`src/source/vgaPkg.sv`:
```
/*
 * Shared video types and constants
 * pixel position struct, RGB332 colour union,
 * default 640x480 timing and colour levels
 */
`default_nettype none

package vgaPkg;

	// current scan position, counted over the whole line and frame
	typedef struct packed
	{
		logic [10:0] x;
		logic [10:0] y;
	} pixelPos;

	// RGB332 colour split into its channels
	typedef struct packed
	{
		logic [2:0] red;
		logic [2:0] green;
		logic [1:0] blue;
	} rgbFields;

	// one colour byte, seen raw at the port and as channels by the drawers
	typedef union packed
	{
		logic [7:0] raw;
		rgbFields fields;
	} rgbPixel;

	// default 640x480 timing, in pixels and lines
	localparam int DEF_H_ACTIVE = 640;
	localparam int DEF_H_FRONT = 16;
	localparam int DEF_H_SYNC = 96;
	localparam int DEF_H_BACK = 48;
	localparam int DEF_V_ACTIVE = 480;
	localparam int DEF_V_FRONT = 10;
	localparam int DEF_V_SYNC = 2;
	localparam int DEF_V_BACK = 33;

	localparam logic [2:0] DARK_COLOR = 3'b111; // channel fully on
	localparam logic [2:0] LIGHT_COLOR = 3'b000; // channel off

	// square fill, red 0 green 1 blue 3
	localparam rgbPixel SQUARE_COLOR = 8'b000_001_11;

endpackage

`default_nettype wire

```
`src/source/vgaSyncGen.sv`:
```
/*
 * Raster sync generator
 * pixel and line counters, active flag, start of frame strobe,
 * sync pulses retimed to the draw pipeline
 */
`default_nettype none

module vgaSyncGen
#(
	parameter int hActive = vgaPkg::DEF_H_ACTIVE,
	parameter int hFront = vgaPkg::DEF_H_FRONT,
	parameter int hSync = vgaPkg::DEF_H_SYNC,
	parameter int hBack = vgaPkg::DEF_H_BACK,
	parameter int vActive = vgaPkg::DEF_V_ACTIVE,
	parameter int vFront = vgaPkg::DEF_V_FRONT,
	parameter int vSync = vgaPkg::DEF_V_SYNC,
	parameter int vBack = vgaPkg::DEF_V_BACK
)
(
	input logic clk,
	input logic resetN,
	output vgaPkg::pixelPos pos,
	output logic active,
	output logic startOfFrame,
	output logic hSyncN,
	output logic vSyncN
);

	localparam logic [10:0] H_LAST = 11'(hActive + hFront + hSync + hBack - 1);
	localparam logic [10:0] V_LAST = 11'(vActive + vFront + vSync + vBack - 1);
	localparam logic [10:0] H_SYNC_START = 11'(hActive + hFront);
	localparam logic [10:0] H_SYNC_END = 11'(hActive + hFront + hSync); // first pixel after pulse
	localparam logic [10:0] V_SYNC_START = 11'(vActive + vFront);
	localparam logic [10:0] V_SYNC_END = 11'(vActive + vFront + vSync);

	logic [10:0] xCnt;
	logic [10:0] yCnt;
	logic hSyncRaw; // decoded sync, active high
	logic vSyncRaw;
	logic [1:0] hSyncPipe; // two stages to line up with rgb
	logic [1:0] vSyncPipe;

	always_ff @(posedge clk or negedge resetN)
	begin
		if (!resetN)
		begin
			xCnt <= '0;
			yCnt <= '0;
		end
		else if (xCnt == H_LAST)
		begin
			xCnt <= '0;
			yCnt <= (yCnt == V_LAST) ? 11'd0 : yCnt + 11'd1; // next line or wrap frame
		end
		else
			xCnt <= xCnt + 11'd1;
	end

	assign hSyncRaw = (xCnt >= H_SYNC_START) && (xCnt < H_SYNC_END);
	assign vSyncRaw = (yCnt >= V_SYNC_START) && (yCnt < V_SYNC_END);

	// pipe holds active low levels, so reset fills it with ones
	always_ff @(posedge clk or negedge resetN)
	begin
		if (!resetN)
		begin
			hSyncPipe <= 2'b11;
			vSyncPipe <= 2'b11;
		end
		else
		begin
			hSyncPipe <= {hSyncPipe[0], ~hSyncRaw};
			vSyncPipe <= {vSyncPipe[0], ~vSyncRaw};
		end
	end

	assign pos.x = xCnt;
	assign pos.y = yCnt;
	assign active = (xCnt < 11'(hActive)) && (yCnt < 11'(vActive));
	assign startOfFrame = (xCnt == 11'd0) && (yCnt == 11'd0); // one clock per frame
	assign hSyncN = hSyncPipe[1];
	assign vSyncN = vSyncPipe[1];

endmodule

`default_nettype wire

```
`src/source/backGroundDraw.sv`:
```
/*
 * Background drawer
 * yellow border, white bracket line with its draw request,
 * three channel override regions, all registered
 */
`default_nettype none

module backGroundDraw
#(
	parameter int hActive = vgaPkg::DEF_H_ACTIVE,
	parameter int vActive = vgaPkg::DEF_V_ACTIVE
)
(
	input logic clk,
	input logic resetN,
	input vgaPkg::pixelPos pos,
	output vgaPkg::rgbPixel bgColour,
	output logic borderDrawReq
);

	localparam logic [10:0] X_LAST = 11'(hActive - 1);
	localparam logic [10:0] Y_LAST = 11'(vActive - 1);
	localparam logic [10:0] BRACKET_OFFSET = 11'd1;

	// region corners follow the frame size
	localparam logic [10:0] RED_X = 11'(hActive / 4);
	localparam logic [10:0] RED_Y = 11'(vActive / 2);
	localparam logic [10:0] GREEN_X = 11'(hActive / 3);
	localparam logic [10:0] GREEN_Y = 11'((3 * vActive) / 4);
	localparam logic [10:0] BLUE_X = 11'(hActive / 2);
	localparam logic [10:0] BLUE_Y = 11'(vActive / 3);

	vgaPkg::rgbPixel colourNext;
	logic onBorder;
	logic onBracket;

	assign onBorder = (pos.x == 11'd0) || (pos.y == 11'd0) ||
		(pos.x == X_LAST) || (pos.y == Y_LAST);
	assign onBracket = (pos.x == BRACKET_OFFSET) || (pos.y == BRACKET_OFFSET) ||
		(pos.x == X_LAST - BRACKET_OFFSET) || (pos.y == Y_LAST - BRACKET_OFFSET);

	// later rules override earlier ones, channel by channel
	always_comb
	begin
		colourNext.fields.red = 3'b010; // greenish default
		colourNext.fields.green = 3'b110;
		colourNext.fields.blue = vgaPkg::LIGHT_COLOR[1:0];
		if (onBorder)
		begin
			colourNext.fields.red = vgaPkg::DARK_COLOR; // yellow
			colourNext.fields.green = vgaPkg::DARK_COLOR;
			colourNext.fields.blue = vgaPkg::LIGHT_COLOR[1:0];
		end
		if (onBracket)
			colourNext.raw = {vgaPkg::DARK_COLOR, vgaPkg::DARK_COLOR, vgaPkg::DARK_COLOR[1:0]};
		if ((pos.x > RED_X) && (pos.y >= RED_Y))
			colourNext.fields.red = vgaPkg::DARK_COLOR;
		if ((pos.x < GREEN_X) && (pos.y < GREEN_Y))
			colourNext.fields.green = 3'b011;
		if ((pos.x < BLUE_X) && (pos.y < BLUE_Y))
			colourNext.fields.blue = 2'b10;
	end

	always_ff @(posedge clk or negedge resetN)
	begin
		if (!resetN)
		begin
			bgColour.raw <= {vgaPkg::DARK_COLOR, vgaPkg::DARK_COLOR, vgaPkg::DARK_COLOR[1:0]};
			borderDrawReq <= 1'b0;
		end
		else
		begin
			bgColour <= colourNext;
			borderDrawReq <= onBracket; // request only on the bracket line
		end
	end

endmodule

`default_nettype wire

```
`src/source/squareObject.sv`:
```
/*
 * Moving square
 * left edge register stepped once per frame with wrap,
 * registered draw request and colour
 */
`default_nettype none

module squareObject
#(
	parameter int hActive = vgaPkg::DEF_H_ACTIVE,
	parameter int vActive = vgaPkg::DEF_V_ACTIVE,
	parameter int squareSize = 32,
	parameter int squareStep = 4
)
(
	input logic clk,
	input logic resetN,
	input vgaPkg::pixelPos pos,
	input logic startOfFrame,
	output logic squareDrawReq,
	output vgaPkg::rgbPixel squareColour
);

	localparam logic [11:0] SIZE = 12'(squareSize);
	localparam logic [11:0] STEP = 12'(squareStep);
	localparam logic [11:0] H_LIMIT = 12'(hActive);
	localparam logic [10:0] Y_TOP = 11'(vActive / 2);
	localparam logic [10:0] Y_BOTTOM = 11'(vActive / 2 + squareSize - 1);

	logic [10:0] leftX;
	logic firstFrame; // frame 0 keeps the square at the left edge
	logic [11:0] stepX; // one bit wider so the overrun test cannot wrap
	logic wrapX;
	logic inSquare;

	assign stepX = {1'b0, leftX} + STEP;
	assign wrapX = (stepX + SIZE) > H_LIMIT;

	always_ff @(posedge clk or negedge resetN)
	begin
		if (!resetN)
		begin
			leftX <= '0;
			firstFrame <= 1'b1;
		end
		else if (startOfFrame)
		begin
			firstFrame <= 1'b0;
			if (!firstFrame)
				leftX <= wrapX ? 11'd0 : stepX[10:0]; // new edge seen from next pixel on
		end
	end

	assign inSquare = (pos.x >= leftX) && ({1'b0, pos.x} < ({1'b0, leftX} + SIZE)) &&
		(pos.y >= Y_TOP) && (pos.y <= Y_BOTTOM);

	always_ff @(posedge clk or negedge resetN)
	begin
		if (!resetN)
		begin
			squareDrawReq <= 1'b0;
			squareColour <= '0;
		end
		else
		begin
			squareDrawReq <= inSquare;
			squareColour <= inSquare ? vgaPkg::SQUARE_COLOR : '0; // black off the square
		end
	end

endmodule

`default_nettype wire

```
`src/source/objectsMux.sv`:
```
/*
 * Object priority mux
 * square over background, blanking, collision pulse
 */
`default_nettype none

module objectsMux
(
	input logic clk,
	input logic resetN,
	input logic active,
	input logic squareDrawReq,
	input logic borderDrawReq,
	input vgaPkg::rgbPixel squareColour,
	input vgaPkg::rgbPixel bgColour,
	output vgaPkg::rgbPixel rgb,
	output logic collision
);

	logic activeD; // active lined up with the drawer outputs

	always_ff @(posedge clk or negedge resetN)
	begin
		if (!resetN)
		begin
			activeD <= 1'b0;
			rgb <= '0;
			collision <= 1'b0;
		end
		else
		begin
			activeD <= active;
			if (!activeD)
				rgb <= '0; // black while blanking
			else if (squareDrawReq)
				rgb <= squareColour;
			else
				rgb <= bgColour;
			// square touching the bracket line, visible pixels only
			collision <= activeD && squareDrawReq && borderDrawReq;
		end
	end

endmodule

`default_nettype wire

```
`src/source/videoTop.sv`:
```
/*
 * Video subsystem top level
 * sync generator, background, square and mux wired together
 */
`default_nettype none

module videoTop
#(
	parameter int hActive = vgaPkg::DEF_H_ACTIVE,
	parameter int hFront = vgaPkg::DEF_H_FRONT,
	parameter int hSync = vgaPkg::DEF_H_SYNC,
	parameter int hBack = vgaPkg::DEF_H_BACK,
	parameter int vActive = vgaPkg::DEF_V_ACTIVE,
	parameter int vFront = vgaPkg::DEF_V_FRONT,
	parameter int vSync = vgaPkg::DEF_V_SYNC,
	parameter int vBack = vgaPkg::DEF_V_BACK,
	parameter int squareSize = 32,
	parameter int squareStep = 4
)
(
	input logic clk,
	input logic resetN,
	output logic [7:0] rgb,
	output logic hSyncN,
	output logic vSyncN,
	output logic collision
);

	vgaPkg::pixelPos pos;
	logic active;
	logic startOfFrame;
	vgaPkg::rgbPixel bgColour;
	vgaPkg::rgbPixel squareColour;
	vgaPkg::rgbPixel rgbWord;
	logic borderDrawReq;
	logic squareDrawReq;

	vgaSyncGen #(
		.hActive(hActive), .hFront(hFront), .hSync(hSync), .hBack(hBack),
		.vActive(vActive), .vFront(vFront), .vSync(vSync), .vBack(vBack)
	) u_syncGen (
		.clk(clk), .resetN(resetN), .pos(pos), .active(active),
		.startOfFrame(startOfFrame), .hSyncN(hSyncN), .vSyncN(vSyncN)
	);

	backGroundDraw #(.hActive(hActive), .vActive(vActive)) u_backGround (
		.clk(clk), .resetN(resetN), .pos(pos),
		.bgColour(bgColour), .borderDrawReq(borderDrawReq)
	);

	squareObject #(
		.hActive(hActive), .vActive(vActive),
		.squareSize(squareSize), .squareStep(squareStep)
	) u_square (
		.clk(clk), .resetN(resetN), .pos(pos), .startOfFrame(startOfFrame),
		.squareDrawReq(squareDrawReq), .squareColour(squareColour)
	);

	objectsMux u_mux (
		.clk(clk), .resetN(resetN), .active(active),
		.squareDrawReq(squareDrawReq), .borderDrawReq(borderDrawReq),
		.squareColour(squareColour), .bgColour(bgColour),
		.rgb(rgbWord), .collision(collision)
	);

	assign rgb = rgbWord.raw; // raw byte view at the pins

endmodule

`default_nettype wire

```
`config.mk`:
```
export PLATFORM = sky130hd
export DESIGN_NAME = videoTop
export DESIGN_NICKNAME = d
export VERILOG_FILES = /design/src/source/vgaPkg.sv /design/src/source/vgaSyncGen.sv /design/src/source/backGroundDraw.sv /design/src/source/squareObject.sv /design/src/source/objectsMux.sv /design/src/source/videoTop.sv
export SDC_FILE = /design/constraint.sdc
export NUM_CORES = 1
export LEC_CHECK = 0
export BUFFER_PORTS_ARGS = -buffer_cell sky130_fd_sc_hd__buf_2
export CAP_MARGIN = 20
export CORE_MARGIN = 5
export CORE_UTILIZATION = 66
export CTS_BUF_LIST = sky130_fd_sc_hd__clkbuf_8
export DETAILED_ROUTE_END_ITERATION = 7
export PLACE_DENSITY = 0.88
export SLEW_MARGIN = 20
export SYNTH_ARGS = -nofsm -noshare
export SYNTH_HDL_FRONTEND = slang
export SYNTH_SLANG_ARGS = --single-unit
```
`constraint.sdc`:
```
create_clock -name clk -period 7.05 [get_ports clk]
set_input_delay 0.705 -clock clk [delete_from_list [all_inputs] [get_ports clk]]
set_output_delay 0.705 -clock clk [all_outputs]
set_load 0.02 [all_outputs]
```
==> results.sh <==
export IMPL_status="finished, final reports clean"
export IMPL_path_cells="ha_1 -> nand3_1 -> xnor2_1 -> ha_1 -> nand3b_1 -> a211oi_1 -> o41ai_2 -> o211ai_2 -> nand2_2 -> o31ai_1"
export IMPL_routed_wl_mm=6.60
export IMPL_fp_coreArea_um2=4750
export IMPL_max_freq_mhz=341
export IMPL_drtIter0Drc=168
export IMPL_die_h_um=80.1
export IMPL_ir_worst_vdd_uv=136
export IMPL_yosysWarnings=0
export IMPL_critPathKind="reg2reg"
export IMPL_crit_top_cell="ha_1"
export IMPL_tightest_slew_ps=757
export IMPL_postSynthCellCount=345
export IMPL_hold_viol=0
export IMPL_critPathLaunchType="flip-flop"
export IMPL_reg2reg_from="u_square.leftX[3]"
export IMPL_post_cts_repair_setup_buffers=0
export IMPL_whs_ps=360
export IMPL_layout_commonest_cell="dfrtp_1"
export IMPL_cp_num_buf_inv=0
export IMPL_min_to="u_syncGen.hSyncPipe[1]"
export IMPL_fin_crit_ps=2930
export IMPL_avgSynthCellArea_um2=9.40
export IMPL_gp_congestion=0.874
export IMPL_ys_ff_latch=51
export IMPL_tritoncts="done"
export IMPL_drtPass1Iterations=4
export IMPL_detail_route_antenna_nets=0
export IMPL_synth_cell_types=53
export IMPL_start_util_pct=68.2
export IMPL_p_total_uw=479
export IMPL_cap_violations=0
export IMPL_first_global_vias=2494
export IMPL_power_leakage_uw=0.00142
export IMPL_r2r_slack_ps=4120
export IMPL_cts_inserted_buffers=5
export IMPL_fp_dieW_um=80.1
export IMPL_critPathTopFamily="compound AO/OA/AOI/OAI gates"
export IMPL_via_per_inst=6.11
export IMPL_synthesis_area_um2=3240
export IMPL_min_path_cells=0
export IMPL_dp_cells=408
export IMPL_drc_errors=0
export IMPL_rsz0062_at_grt="false"
export IMPL_fp_dieArea_um2=6420
export IMPL_path_max_fanout=7
export IMPL_area_delta_synth_final_pct=4.75
export IMPL_synthTopCellsByArea="dfrtp_1 32%, ha_1 11%, dfstp_2 8.1%, xnor2_1 4.3%, o21ai_0 3.9%"
export IMPL_hp_class="reg2reg"
export IMPL_cts_root_buf="clkbuf_8"
export IMPL_min_from="u_syncGen.hSyncPipe[0]"
export IMPL_htree_levels=2
export IMPL_synth_async_reset_ratio_pct=100
export IMPL_pwr_density_cell_nw_per_um2=141
export IMPL_antenna_found_initial=0
export IMPL_post_route_period_util_pct=41.5
export IMPL_clockBufferDepth=2
export IMPL_drv_slew=0
export IMPL_wl_per_cell_um=15.9
export IMPL_clkSlewWorstSetupHoldPaths_ps=110
export IMPL_final_cells=416
export IMPL_layout_drive_gt1_share_pct=11.7
export IMPL_crit_path_top_delay_cell="dfrtp_1"
export IMPL_endpoint_kind="flip-flop"
export IMPL_synth_nets=375
export IMPL_final_cell_mix="41 x dfrtp_1, 33 x nand2_1, 28 x ha_1"
export IMPL_setup_violations=0
export IMPL_synth_top_area_share_pct=31.6
export IMPL_rows=25
export IMPL_post_cts_resized=0
export IMPL_synthFlopType="dfrtp_1"
export IMPL_relSlewSlack_pct=49.0
export IMPL_grt_overflow=0
export IMPL_clk_latency_ps=320
export IMPL_fin_tns_setup_ps=0
export IMPL_portBuffers=12
export IMPL_finalClockSkew_ps=13.8
export IMPL_final_nets=378
export IMPL_synth_edf_count=0
export IMPL_worstPathRequired_ps=7260
export IMPL_clock_sinks=51
export IMPL_grt_first_pass_wirelength_mm=11.5
export IMPL_cts_hold_buf=0
export IMPL_arrival_ps=3140
export IMPL_r2r_end="u_square.leftX[10]"
export IMPL_synth_top_area_cell="dfrtp_1"
export IMPL_hpwl_mm=4.86
export IMPL_grt_usage_pct=22.8
export IMPL_vias=2541
export IMPL_rr_worst_depth=10
export IMPL_boundaryPins=13
export IMPL_diodes=0
export IMPL_slowest_delay_ps=500
export IMPL_yosysSeqAreaShare_pct=39.7
export IMPL_grt_start_max_net_pins=52
-- area by class of cell --
type	instances	area, um^2
Sequential cell	51	1290
Tap cell	67	83.8
Fill cell	359	1360
Timing Repair Buffer	12	62.6
Clock buffer	5	68.8
Multi-Input combinational cell	260	1800
Inverter	18	67.6
Clock inverter	3	27.5
-- synth_stat cells (all sizes together), types with 2 or more instances --
cell,instances
a211oi,3
a21boi,3
a21oi,6
and2,6
and3,6
and3b,2
buf,8
clkbuf,8
dfrtp,41
dfstp,10
ha,28
inv,18
nand2,34
nand2b,3
nand3,22
nand4,17
nand4b,2
nor2,21
nor2b,3
nor3,9
nor3b,2
nor4,4
o211ai,6
o21a,10
o21ai,26
o31ai,4
o41ai,4
or3,3
xnor2,17
xor2,7
-- sequential cells by signal, summed over array words and instances, names as in the netlist --
register	flops
u_backGround.borderDrawReq	1
u_mux.collision	1
u_syncGen.vSyncPipe	2
u_square.firstFrame	1
u_mux.activeD	1
u_syncGen.yCnt	11
u_backGround.bgColour	5
u_square.leftX	9
u_syncGen.hSyncPipe	2
u_mux.rgb	6
u_syncGen.xCnt	11
u_square.squareColour	1
-- metal layers --
| layer | GRT usage [%] | up-vias | wire length, um |
|---|---|---|---|
| met3 | 3.70 | 13 | 298 |
| li1 | - | 1231 | - |
| met2 | 37.8 | 66 | 3240 |
| met4 | 9.46 | 0 | 123 |
| met5 | 0 | - | 0 |
| met1 | 29.5 | 1231 | 2940 |
-- how the worst max path moves through the flow --
stage                      startpoint            endpoint  cells past startpoint
floorplan           u_square.leftX[2]   u_square.leftX[8]                     10
global placement    u_square.leftX[2]   u_square.leftX[8]                     10
detailed placement  u_square.leftX[3]  u_square.leftX[10]                     10
CTS                 u_square.leftX[3]  u_square.leftX[10]                     10
global route        u_square.leftX[3]  u_square.leftX[10]                     10
finish              u_square.leftX[3]  u_square.leftX[10]                     10
-- power by group --
part	switching (uW)	internal, uW	total (uW)
registers	0	293	293
logic	5.31	0.359	5.67
clock network	107	73.7	181
-- kinds of logic (layout without fill, tap and decap cells) --
family	after synthesis	in the layout	share of synthesized area, %
buffers and inverters	34	38	4.82
AND/OR/NAND/NOR	139	139	23.4
adder cells (fa/ha/maj)	28	28	10.8
XOR/XNOR	24	24	6.71
AO/OA/AOI/OAI	68	68	14.2
flip-flops	51	51	39.7
multiplexers	1	1	0.347
-- through the flow --
step | util (%) | area (um^2) | setup slack (ps)
2_1_floorplan | - | 3240 | 4700
3_3_place_gp | 69.4 | 3300 | 4520
3_5_place_dp | 69.4 | 3300 | 4210
4_1_cts | 71.4 | 3390 | 4180
5_1_grt | 71.4 | 3400 | 4000
6_report | 71.4 | 3400 | 4120
Power figures use the tool's default switching activity.
